[config.mk]
export PLATFORM = sky130hd
export DESIGN_NAME = csb_master_seq
export DESIGN_NICKNAME = d
export VERILOG_FILES = /design/src/csb_seq_pkg.sv /design/src/cmd_store.sv /design/src/seq_control.sv /design/src/req_build.sv /design/src/resp_check.sv /design/src/csb_master_seq.sv
export SDC_FILE = /design/constraint.sdc
export NUM_CORES = 2
export LEC_CHECK = 0
export BUFFER_PORTS_ARGS = -buffer_cell sky130_fd_sc_hd__buf_2
export CORE_MARGIN = 2
export CORE_UTILIZATION = 45
export DETAILED_ROUTE_END_ITERATION = 8
export PLACE_DENSITY_LB_ADDON = 0.12
export SYNTH_ARGS = -nofsm -noshare
export SYNTH_HDL_FRONTEND = slang
export SYNTH_SLANG_ARGS = --single-unit
[constraint.sdc]
create_clock -name clk -period 3.4 [get_ports clk]
set_input_delay 0.34 -clock clk [delete_from_list [all_inputs] [get_ports clk]]
set_output_delay 0.34 -clock clk [all_outputs]
set_load 0.005 [all_outputs]
[src/csb_seq_pkg.sv]
package csb_seq_pkg;

   // Bus widths
   localparam int CSB_DATA_W = 32;
   localparam int CSB_ADDR_W = 22;

   // Command field widths
   localparam int OP_W       = 4;
   localparam int CMP_W      = 2;
   localparam int FLAG_W     = 8;
   localparam int REG_ADDR_W = 16;

   // 64 command lines
   localparam int CMD_ADDR_W = 6;

   // Status and internal counters
   localparam int FAIL_CNT_W = 8;
   localparam int TIMER_W    = 16;

   // Command opcodes
   typedef enum logic [OP_W-1:0] {
      op_done      = 4'h0,
      op_reg_read  = 4'h1,
      op_reg_write = 4'h2,
      op_wait      = 4'h3
   } seq_op_e;

   // How read data is tested against the command data
   typedef enum logic [CMP_W-1:0] {
      cmp_eq = 2'h0,
      cmp_le = 2'h1,
      cmp_ge = 2'h2
   } cmp_mode_e;

   // One command line, 62 bits
   typedef struct packed {
      seq_op_e               op;
      cmp_mode_e             cmp;
      logic [FLAG_W-1:0]     pd_flags;
      logic [REG_ADDR_W-1:0] addr;
      logic [CSB_DATA_W-1:0] data;
   } seq_cmd_t;

   // CSB request packet, 63 bits
   // Flags on top, then the write bit, write data and word address
   typedef struct packed {
      logic [FLAG_W-1:0]     flags;
      logic                  write;
      logic [CSB_DATA_W-1:0] wdat;
      logic [CSB_ADDR_W-1:0] addr;
   } csb_req_t;

   // Sequencer status seen by the testbench
   typedef struct packed {
      logic                  done;
      logic [FAIL_CNT_W-1:0] fail_count;
   } seq_status_t;

endpackage

[src/cmd_store.sv]
`timescale 1ns/1ns

module cmd_store (
   input  logic                                clk,
   input  logic                                cmd_load,
   input  logic [csb_seq_pkg::CMD_ADDR_W-1:0]  cmd_load_addr,
   input  csb_seq_pkg::seq_cmd_t               cmd_load_data,
   input  logic [csb_seq_pkg::CMD_ADDR_W-1:0]  line,
   output csb_seq_pkg::seq_cmd_t               cur_cmd
);

   import csb_seq_pkg::*;

   localparam int DEPTH = 2 ** CMD_ADDR_W;

   // Command list
   seq_cmd_t mem [0:DEPTH-1];

   // Load port
   // Only used while the sequencer sits in reset or boot,
   // so there is no conflict with the fetch read below
   always_ff @(posedge clk) begin
      if (cmd_load) begin
         mem[cmd_load_addr] <= cmd_load_data;
      end
   end

   // Fetch stage
   // The line pointer stays put for the whole command,
   // so cur_cmd is stable from dispatch until the next fetch
   always_ff @(posedge clk) begin
      cur_cmd <= mem[line];
   end

endmodule

[src/seq_control.sv]
`timescale 1ns/1ns

module seq_control #(
   parameter int unsigned BOOT_CYCLES   = 8,
   parameter int unsigned POLL_INTERVAL = 4,
   parameter int unsigned MAX_POLLS     = 3,
   parameter int unsigned RD_TIMEOUT    = 20,
   parameter int unsigned WR_TIMEOUT    = 20,
   parameter int unsigned WAIT_TIMEOUT  = 40
) (
   input  logic                                clk,
   input  logic                                reset,
   input  csb_seq_pkg::seq_cmd_t               cur_cmd,
   input  logic                                rvalid,
   input  logic                                hit,
   input  logic                                intr,
   input  logic                                continue_on_fail,
   output logic [csb_seq_pkg::CMD_ADDR_W-1:0]  line,
   output logic                                issue,
   output logic                                fetch,
   output csb_seq_pkg::seq_status_t            status
);

   import csb_seq_pkg::*;

   localparam int POLL_W = $clog2(MAX_POLLS + 1) + 1;

   typedef enum logic [3:0] {
      st_boot,
      st_fetch,
      st_dispatch,
      st_issue,
      st_wait_resp,
      st_poll_wait,
      st_wait_intr,
      st_fail,
      st_done
   } state_e;

   state_e                  state;
   state_e                  state_next;
   logic [TIMER_W-1:0]      timer;
   logic [TIMER_W-1:0]      resp_limit;
   logic [POLL_W-1:0]       poll_cnt;
   logic [FAIL_CNT_W-1:0]   fail_count;
   logic                    is_read;
   logic                    advance;

   assign is_read    = (cur_cmd.op == op_reg_read);
   assign resp_limit = is_read ? TIMER_W'(RD_TIMEOUT) : TIMER_W'(WR_TIMEOUT);

   always_comb begin
      state_next = state;
      case (state)
         st_boot: begin
            if (timer >= TIMER_W'(BOOT_CYCLES)) begin
               state_next = st_fetch;
            end
         end
         st_fetch: begin
            state_next = st_dispatch;
         end
         st_dispatch: begin
            // op_done and any unknown opcode end the run
            case (cur_cmd.op)
               op_reg_read,
               op_reg_write: state_next = st_issue;
               op_wait:      state_next = st_wait_intr;
               default:      state_next = st_done;
            endcase
         end
         st_issue: begin
            state_next = st_wait_resp;
         end
         st_wait_resp: begin
            if (rvalid) begin
               // Any response completes a write
               if (!is_read || hit) begin
                  state_next = st_fetch;
               end else if (poll_cnt == POLL_W'(MAX_POLLS)) begin
                  state_next = st_fail;
               end else begin
                  state_next = st_poll_wait;
               end
            end else if (timer > resp_limit) begin
               state_next = st_fail;
            end
         end
         st_poll_wait: begin
            // Leave one cycle early so the retry strobe lands on time
            if ((timer + 1'b1) >= TIMER_W'(POLL_INTERVAL)) begin
               state_next = st_issue;
            end
         end
         st_wait_intr: begin
            if (intr) begin
               state_next = st_fetch;
            end else if (timer > TIMER_W'(WAIT_TIMEOUT)) begin
               state_next = st_fail;
            end
         end
         st_fail: begin
            state_next = continue_on_fail ? st_fetch : st_done;
         end
         st_done: begin
            state_next = st_done;
         end
         default: begin
            state_next = st_done;
         end
      endcase
   end

   // Step to the next line whenever a command is finished with
   assign advance = (state_next == st_fetch) && (state != st_boot);

   always_ff @(posedge clk or negedge reset) begin
      if (!reset) begin
         state      <= st_boot;
         line       <= '0;
         timer      <= '0;
         poll_cnt   <= '0;
         fail_count <= '0;
      end else begin
         state <= state_next;

         if (advance) begin
            line <= line + 1'b1;
         end

         // Shared timer restarts on every state change
         if (state_next != state) begin
            timer <= '0;
         end else if (state != st_done) begin
            timer <= timer + 1'b1;
         end

         // Attempts of the current read
         if (state == st_dispatch) begin
            poll_cnt <= '0;
         end else if (state == st_wait_resp && state_next == st_poll_wait) begin
            poll_cnt <= poll_cnt + 1'b1;
         end

         // Saturating failure count
         if (state == st_fail && fail_count != '1) begin
            fail_count <= fail_count + 1'b1;
         end
      end
   end

   assign issue             = (state == st_issue);
   assign fetch             = (state == st_fetch);
   assign status.done       = (state == st_done);
   assign status.fail_count = fail_count;

endmodule

[src/req_build.sv]
`timescale 1ns/1ns

module req_build (
   input  logic                   clk,
   input  logic                   reset,
   input  logic                   issue,
   input  logic                   fetch,
   input  csb_seq_pkg::seq_cmd_t  cur_cmd,
   output logic                   req_pending,
   output csb_seq_pkg::csb_req_t  req_pd
);

   import csb_seq_pkg::*;

   csb_req_t pd_next;

   // Packet fields from the current command
   always_comb begin
      pd_next.flags = cur_cmd.pd_flags;
      pd_next.write = (cur_cmd.op == op_reg_write);
      // Reads carry the command data too, the bus ignores it
      pd_next.wdat  = cur_cmd.data;
      pd_next.addr  = {{(CSB_ADDR_W - REG_ADDR_W){1'b0}}, cur_cmd.addr};
   end

   always_ff @(posedge clk or negedge reset) begin
      if (!reset) begin
         req_pending <= 1'b0;
         req_pd      <= '0;
      end else begin
         // Strobe lasts exactly the cycle after issue
         req_pending <= issue;
         if (issue) begin
            req_pd <= pd_next;
         end else if (fetch) begin
            req_pd <= '0;
         end
      end
   end

endmodule

[src/resp_check.sv]
`timescale 1ns/1ns

module resp_check (
   input  logic [csb_seq_pkg::CSB_DATA_W-1:0]  rdata,
   input  csb_seq_pkg::seq_cmd_t               cur_cmd,
   output logic                                hit
);

   import csb_seq_pkg::*;

   logic [CSB_DATA_W-1:0] rdata_clean;

   // X and Z bits read as zero
   always_comb begin
      for (int i = 0; i < CSB_DATA_W; i++) begin
         if (rdata[i]) begin
            rdata_clean[i] = 1'b1;
         end else begin
            rdata_clean[i] = 1'b0;
         end
      end
   end

   // Unsigned compare against the expected value
   always_comb begin
      case (cur_cmd.cmp)
         cmp_eq:  hit = (rdata_clean == cur_cmd.data);
         cmp_le:  hit = (rdata_clean <= cur_cmd.data);
         cmp_ge:  hit = (rdata_clean >= cur_cmd.data);
         default: hit = 1'b0;
      endcase
   end

endmodule

[src/csb_master_seq.sv]
`timescale 1ns/1ns

module csb_master_seq #(
   parameter int unsigned BOOT_CYCLES   = 8,
   parameter int unsigned POLL_INTERVAL = 4,
   parameter int unsigned MAX_POLLS     = 3,
   parameter int unsigned RD_TIMEOUT    = 20,
   parameter int unsigned WR_TIMEOUT    = 20,
   parameter int unsigned WAIT_TIMEOUT  = 40
) (
   input  logic                                clk,
   input  logic                                reset,
   input  logic                                cmd_load,
   input  logic [csb_seq_pkg::CMD_ADDR_W-1:0]  cmd_load_addr,
   input  csb_seq_pkg::seq_cmd_t               cmd_load_data,
   input  logic                                continue_on_fail,
   output logic                                req_pending,
   output csb_seq_pkg::csb_req_t               req_pd,
   input  logic                                rvalid,
   input  logic [csb_seq_pkg::CSB_DATA_W-1:0]  rdata,
   input  logic                                intr,
   output csb_seq_pkg::seq_status_t            status
);

   import csb_seq_pkg::*;

   logic [CMD_ADDR_W-1:0] line;
   seq_cmd_t              cur_cmd;
   logic                  issue;
   logic                  fetch;
   logic                  hit;

   cmd_store i_cmd_store (
      .clk           (clk),
      .cmd_load      (cmd_load),
      .cmd_load_addr (cmd_load_addr),
      .cmd_load_data (cmd_load_data),
      .line          (line),
      .cur_cmd       (cur_cmd)
   );

   seq_control #(
      .BOOT_CYCLES   (BOOT_CYCLES),
      .POLL_INTERVAL (POLL_INTERVAL),
      .MAX_POLLS     (MAX_POLLS),
      .RD_TIMEOUT    (RD_TIMEOUT),
      .WR_TIMEOUT    (WR_TIMEOUT),
      .WAIT_TIMEOUT  (WAIT_TIMEOUT)
   ) i_seq_control (
      .clk              (clk),
      .reset            (reset),
      .cur_cmd          (cur_cmd),
      .rvalid           (rvalid),
      .hit              (hit),
      .intr             (intr),
      .continue_on_fail (continue_on_fail),
      .line             (line),
      .issue            (issue),
      .fetch            (fetch),
      .status           (status)
   );

   req_build i_req_build (
      .clk         (clk),
      .reset       (reset),
      .issue       (issue),
      .fetch       (fetch),
      .cur_cmd     (cur_cmd),
      .req_pending (req_pending),
      .req_pd      (req_pd)
   );

   // Only sampled by the FSM while rvalid is high
   resp_check i_resp_check (
      .rdata   (rdata),
      .cur_cmd (cur_cmd),
      .hit     (hit)
   );

endmodule

## After elaboration in Yosys (flattened, before gate mapping)

Memories as Yosys holds them, arrays and structs flattened. A register that Yosys moved wholly into a read port is not among the register bits.
Cells that the tools add are included.

| cells by class | value |
|---|---|
| add/sub/neg operators | 4 |
| equality and inequality tests | 20 |
| magnitude comparators | 6 |
| muxes and demuxes | 52 |
| reduce and logical (&&, ||, !) cells | 12 |

Operator list:

| kind | count |
|---|---|
| two-way mux 63 bit | 2 |
| two-way mux 1 bit | 34 |
| == test 32 bit | 1 |
| greater-or-equal comparator 32 bit | 1 |
| <= comparator 32 bit | 1 |
| two-way mux 16 bit | 2 |
| two-way mux 4 bit | 8 |
| one-hot mux 4 bit (8 select lines) | 1 |
| == test 4 x 3 -> 1 bit (second input constant) | 5 |
| adder 16 x 1 -> 16 bit (second input constant) | 1 |
| == test 4 x 2 -> 1 bit (second input constant) | 4 |
| greater-or-equal comparator 16 x 3 -> 1 bit (second input constant) | 1 |
| greater-or-equal comparator 16 x 4 -> 1 bit (second input constant) | 1 |
| greater-than comparator 16 x 5 -> 1 bit (second input constant) | 1 |
| greater-than comparator 16 x 6 -> 1 bit (second input constant) | 1 |
| == test 4 x 1 -> 1 bit (second input constant) | 3 |
| adder 8 x 1 -> 8 bit (second input constant) | 1 |
| inequality test 8 bit (second input constant) | 1 |
| one-hot mux 4 bit (2 select lines) | 1 |
| adder 6 x 1 -> 6 bit (second input constant) | 1 |
| two-way mux 3 bit | 2 |
| nonzero test 2 bit | 3 |
| == test 4 bit (second input constant) | 1 |
| zero test 4 bit | 1 |
| 14 further kinds | 16 |

| word-level totals | value |
|---|---|
| memories | 1 |
| logic and storage cells | 105 |
| bits in registers | 101 |
| output and inout bits | 73 |
| input bits | 106 |
| bits in writable memories | 3968 |

Memories:

| name | words | bits a word | rd ports | clocked after memory_dff | write ports | line | source |
|---|---|---|---|---|---|---|---|
| i_cmd_store.mem | 64 | 62 | 1 | 1 | 1 | cmd_store.sv:17 | `seq_cmd_t mem [0:DEPTH-1];` |

## Depth between registers and ports, before layout

| depth | value |
|---|---|
| depth in word-level cells | 11 |
| mapped depth | 11 |
| gate-level depth less buffers | 10 |

## Modules after synthesis

A second synthesis with hierarchy kept.

| unflattened totals | value |
|---|---|
| cells, all modules | 7169 |
| area, all modules | 157235.8 um2 |

By module, submodules not included:

| module | times used | sequential area each (um2) | area each (um2) | cells an instance |
|---|---|---|---|---|
| cmd_store | 1 | 120395.5 | 151766.8 | 6650 |
| seq_control | 1 | 925.9 | 2517.4 | 269 |
| req_build | 1 | 1451.4 | 2083.2 | 136 |
| resp_check | 1 | 0.0 | 868.3 | 114 |

## Worst setup path after synthesis

Ideal clock, no wire load.

| timing | value |
|---|---|
| kind | input to register |
| start point | input cmd_load_addr[5] in the netlist's numbering |
| end point | memory i_cmd_store.mem[48][0] in the netlist's numbering (enable) |
| arrival | 5227 ps |
| path slack | -2385 ps |
| required time | 2842 ps |
| path buffers | 1 |
| stages on the path | 4 |
| library setup time | 558 ps |
| cell sequence | clkbuf_1 nand3_1 or3_1 nor3_1 |

RTL lines:

| what | line | source |
|---|---|---|
| start: declaration | csb_master_seq.sv:14 | `input logic [csb_seq_pkg::CMD_ADDR_W-1:0] cmd_load_addr,` |
| end: declaration | cmd_store.sv:17 |  |

No word-level cell before the write port.

## Worst setup path in the final report

| timing | value |
|---|---|
| start point | register i_cmd_store.cur_cmd[26] (netlist name) |
| end point | register i_seq_control.line[1] in the netlist's numbering |

| on the way | value |
|---|---|
| longest elaborated chain between the ends | 8 |
| elaborated cells on any way between the ends | 10 |
| those cells by class | order compare (2); eq/ne (2); mux (4); reduce/logical (2) |

Ends and longest elaborated chain:

| what | line | source |
|---|---|---|
| greater-or-equal comparator 32 bit (tied with other cells) | resp_check.sv:29 | `cmp_ge: hit = (rdata_clean >= cur_cmd.data);` |
| one-hot mux 1 bit (3 select lines) (*) | resp_check.sv:26 | `case (cur_cmd.cmp)` |
| logical OR 1 bit (*) | seq_control.sv:78 | `if (!is_read \|\| hit) begin` |
| two-way mux 4 bit (*) | seq_control.sv:78 |  |
| two-way mux 4 bit (*) | seq_control.sv:76 | `if (rvalid) begin` |
| one-hot mux 4 bit (8 select lines) (*) | seq_control.sv:54 | `case (state)` |
| net i_seq_control.state_next[1] | seq_control.sv:41 | `state_e state_next;` |
| == test 4 x 1 -> 1 bit (*) | seq_control.sv:115 | `assign advance = (state_next == st_fetch) && (state != st_boot);` |
| logical AND 1 bit (*) | seq_control.sv:115 |  |
| end signal: assignment | seq_control.sv:128 | `line <= line + 1'b1;` |
| end: declaration | seq_control.sv:18 | `output logic [csb_seq_pkg::CMD_ADDR_W-1:0] line,` |

Mark *: on every way through the listed nets, which the timed path passes. The rest lies on a longest branch.
A chain may end at the register's enable or synchronous reset.

==> reports/metrics.cfg <==
[status]
outcome=finished, final reports clean

[final_layout]
fillCellCount=26300
num-nets-final=7188
drive_above_1_share_pct=36.0
area_growth_pct=16.5

[logic_synthesis]
synth_seq_cells=4125
synth-edff-count=3968
syn_avg_cell_area_um2=24.8
synthCells=6337
async_flop_share_pct=2.30
synth_top_area_share_pct=75.9
synth_ff_type=edfxtp_1
synth_area_leaders=edfxtp_1, mux4_2, dfrtp_1
yosysSeqAreaShare_pct=78.2
yosys.area.top_type=edfxtp_1
synth_warnings=0
ys_types=74
synth_area_mm2=0.157

[sta]
period_share_pct=96.4
hold_violations=0
setup_violations=0
timing.fmax_mhz=305
hold_ws_ns=0.0931
clock_skew_ns=0.0473
tightest_slew_ns=1.20
timing.slew.headroom_pct=20.2
finalCriticalPeriod_ns=3.28
finalSetupTns_ns=0
slew_violations=0
rsz0062_at_grt=false

[worst_setup_path]
start_kind=flip-flop
path_buf_inv=3
startpoint=i_cmd_store.cur_cmd[26]
r2r-end=i_seq_control.line[1]
rrSetupSlack_ns=0.12
end_kind=flip-flop
required_ns=4.25
cp.depth=11
path_class=flip-flop to flip-flop
rr_worst_depth=11
crit_family=simple AND/OR/NAND/NOR gates
cp-endpoint=i_seq_control.line[1]
cp.arrival_ns=4.13
slowest_delay_ns=0.67
reg2reg_from=i_cmd_store.cur_cmd[26]
cp_cell_sequence=inv_1, ha_1, nand4_1, nor4_4, buf_6, o31ai_1, a21boi_0, buf_4, o211ai_4, nor3b_4, mux2_4
cp_slowest_cell=nor4_4
critical_path.max_fanout=4

[cts]
cts-root-buf=clkbuf_16
cts_tree=done
clkTransAtPathRegs_ns=0.06
cts_buffers=427
htree_levels=5
cts.sinks=4125
clock_latency_ns=0.99
cts_max_path_buffers=4

[floorplanning]
coreArea_mm2=0.347
pin_count=179
die_x_um=595
start_util_pct=45.3
fp.dieH_um=595
rows=216
die_area_mm2=0.354

[global_route]
grt_pass1_wl_um=628000
antenna_found_initial=26
grt_use_total_pct=25.7
grt_max_degree=73
overflow=0
grt_pass1_vias=75900

[placement]
io_buffers=172
dp_hpwl_um=248000
gp_congestion=0.781

[drt]
vias_per_cell=6.24
highest_layer=met5
drt-met1-wl_um=188000
drtIter0Drc=9657
wl_met2_um=225000
wl_per_cell_um=37.9
wl_met3_um=30300
first_pass_iters=5
drc_errors=0
vias=74800
routed_wirelength_um=454000
drtAntennaViolNets=0

[flow_run]
drv_cap=0

[power_and_ir_drop]
finalPower_w=0.105
cellPowerDensity_mw_per_mm2=573
ir_drop_v=0.000445
p_leak_nw=56.2

[hold_path]
hp-class=primary input to flip-flop

Yosys cell counts (3+ instances only):
cell type and count:
nand3_1 45, ha_1 38, nor4_1 5, nor3_2 11, buf_1 49, and3_1 4
dfrtp_1 95, nor3_1 25, or3_1 6, nand4_1 23, xor2_1 16, a31oi_1 6
and4_1 4, mux4_2 1302, nand2b_1 8, a21oi_1 18, nor2_1 84, edfxtp_1 3968
o31ai_1 36, clkbuf_1 180, nor2b_1 7, nand2_1 109, or4_1 3, xnor2_1 11
buf_4 15, a21o_1 4, buf_6 4, dfxtp_1 62, o21ai_0 10, buf_2 88
inv_1 42
how the worst min path moves through the flow:
stage,start,end,cells after the start
final,cmd_load_data[36],i_cmd_store.mem[14][36],1
after global routing,cmd_load_addr[2],i_cmd_store.mem[54][51],3
after detailed placement,reset,i_seq_control.timer[13],1
after global placement,reset,i_seq_control.timer[12],1
after floorplan,reset,i_req_build.req_pd[0],0
after CTS,cmd_load_data[36],i_cmd_store.mem[14][36],1
metal layers:
metal,up-vias,global-route usage (%)
met1,41900,36.9
met5,-,0
met3,654,3.04
li1,29000,-
met2,3194,42.4
met4,14,6.37
worst reg2reg max path, cell delays in order (launching register included):
cell      delay, ns
dfxtp_4        0.42
inv_1          0.11
ha_1           0.30
nand4_1        0.21
nor4_4         0.67
buf_6          0.25
o31ai_1        0.14
a21boi_0       0.24
buf_4          0.17
o211ai_4       0.11
nor3b_4        0.26
mux2_4         0.32
cells in the final DEF, fill, tap and decap left out, types with 36 or more instances in the layout:
cell       instances
buf_12           209
buf_2            171
buf_4            220
bufinv_16         45
clkbuf_1          87
clkbuf_16        436
clkbuf_8          39
clkinv_1          61
clkinv_2          93
dfrtp_1           88
dfxtp_1           58
edfxtp_1        3968
ha_1              38
inv_1             42
mux4_2          1302
nand2_1          108
nand3_1           45
nor2_4            62
o31ai_1           36
registers in the layout, summed over array words and instances, names as in the netlist:
name	cells
i_cmd_store.cur_cmd	62
i_cmd_store.mem	3968
i_req_build.req_pd	57
i_req_build.req_pending	1
i_seq_control.fail_count	8
i_seq_control.line	6
i_seq_control.poll_cnt	3
i_seq_control.state	4
i_seq_control.timer	16
area by class of cell:
type,instances,area [µm²],share of cell area [%]
Antenna cell,12,30.0,0.0164
Clock inverter,228,2400,1.31
Timing Repair Buffer,609,6800,3.72
Clock buffer,562,11800,6.44
Sequential cell,4125,123000,67.1
Multi-Input combinational cell,1838,33200,18.2
Tap cell,4578,5730,3.13
Inverter,43,161,0.0882
kinds of logic (layout without fill, tap and decap cells):
| group | count (synthesis) | after routing | share of synthesized area [%] |
|---|---|---|---|
| flip-flops | 4125 | 4125 | 78.2 |
| multiplexers | 1305 | 1305 | 18.7 |
| buffers and inverters | 379 | 1442 | 1.03 |
| AND/OR/NAND/NOR | 354 | 354 | 1.12 |
| AO/OA/AOI/OAI | 107 | 107 | 0.500 |
| adder cells (fa/ha/maj) | 38 | 38 | 0.303 |
| XOR/XNOR | 28 | 28 | 0.161 |
| other | 1 | 18 | 0.00239 |
through the flow:
stage	instance area [µm²]	setup slack [ns]	cells	util, %
after floorplan	157000	-0.867	6342	-
after detailed placement	169000	-0.347	11200	48.6
after global routing	183000	0.00736	12000	52.7
after CTS	183000	0.00705	12000	52.7
final	183000	0.124	12000	52.8
after global placement	169000	-1.57	11200	48.6
timing repair:
action                                  CTS  global route
buffers inserted                          2             1
endpoints found under the hold margin    99             0
resized for setup                         8             8
pin swaps                                 2             6
hold buffers                              6             0
endpoints found under the setup margin   24             6
power by group:
group	switching, W	internal, W	total [W]
logic	0.00109	0.000255	0.00134
clock network	0.0196	0.0277	0.0474
registers	0.0000734	0.0560	0.0561
Power figures use the tool's default switching activity.
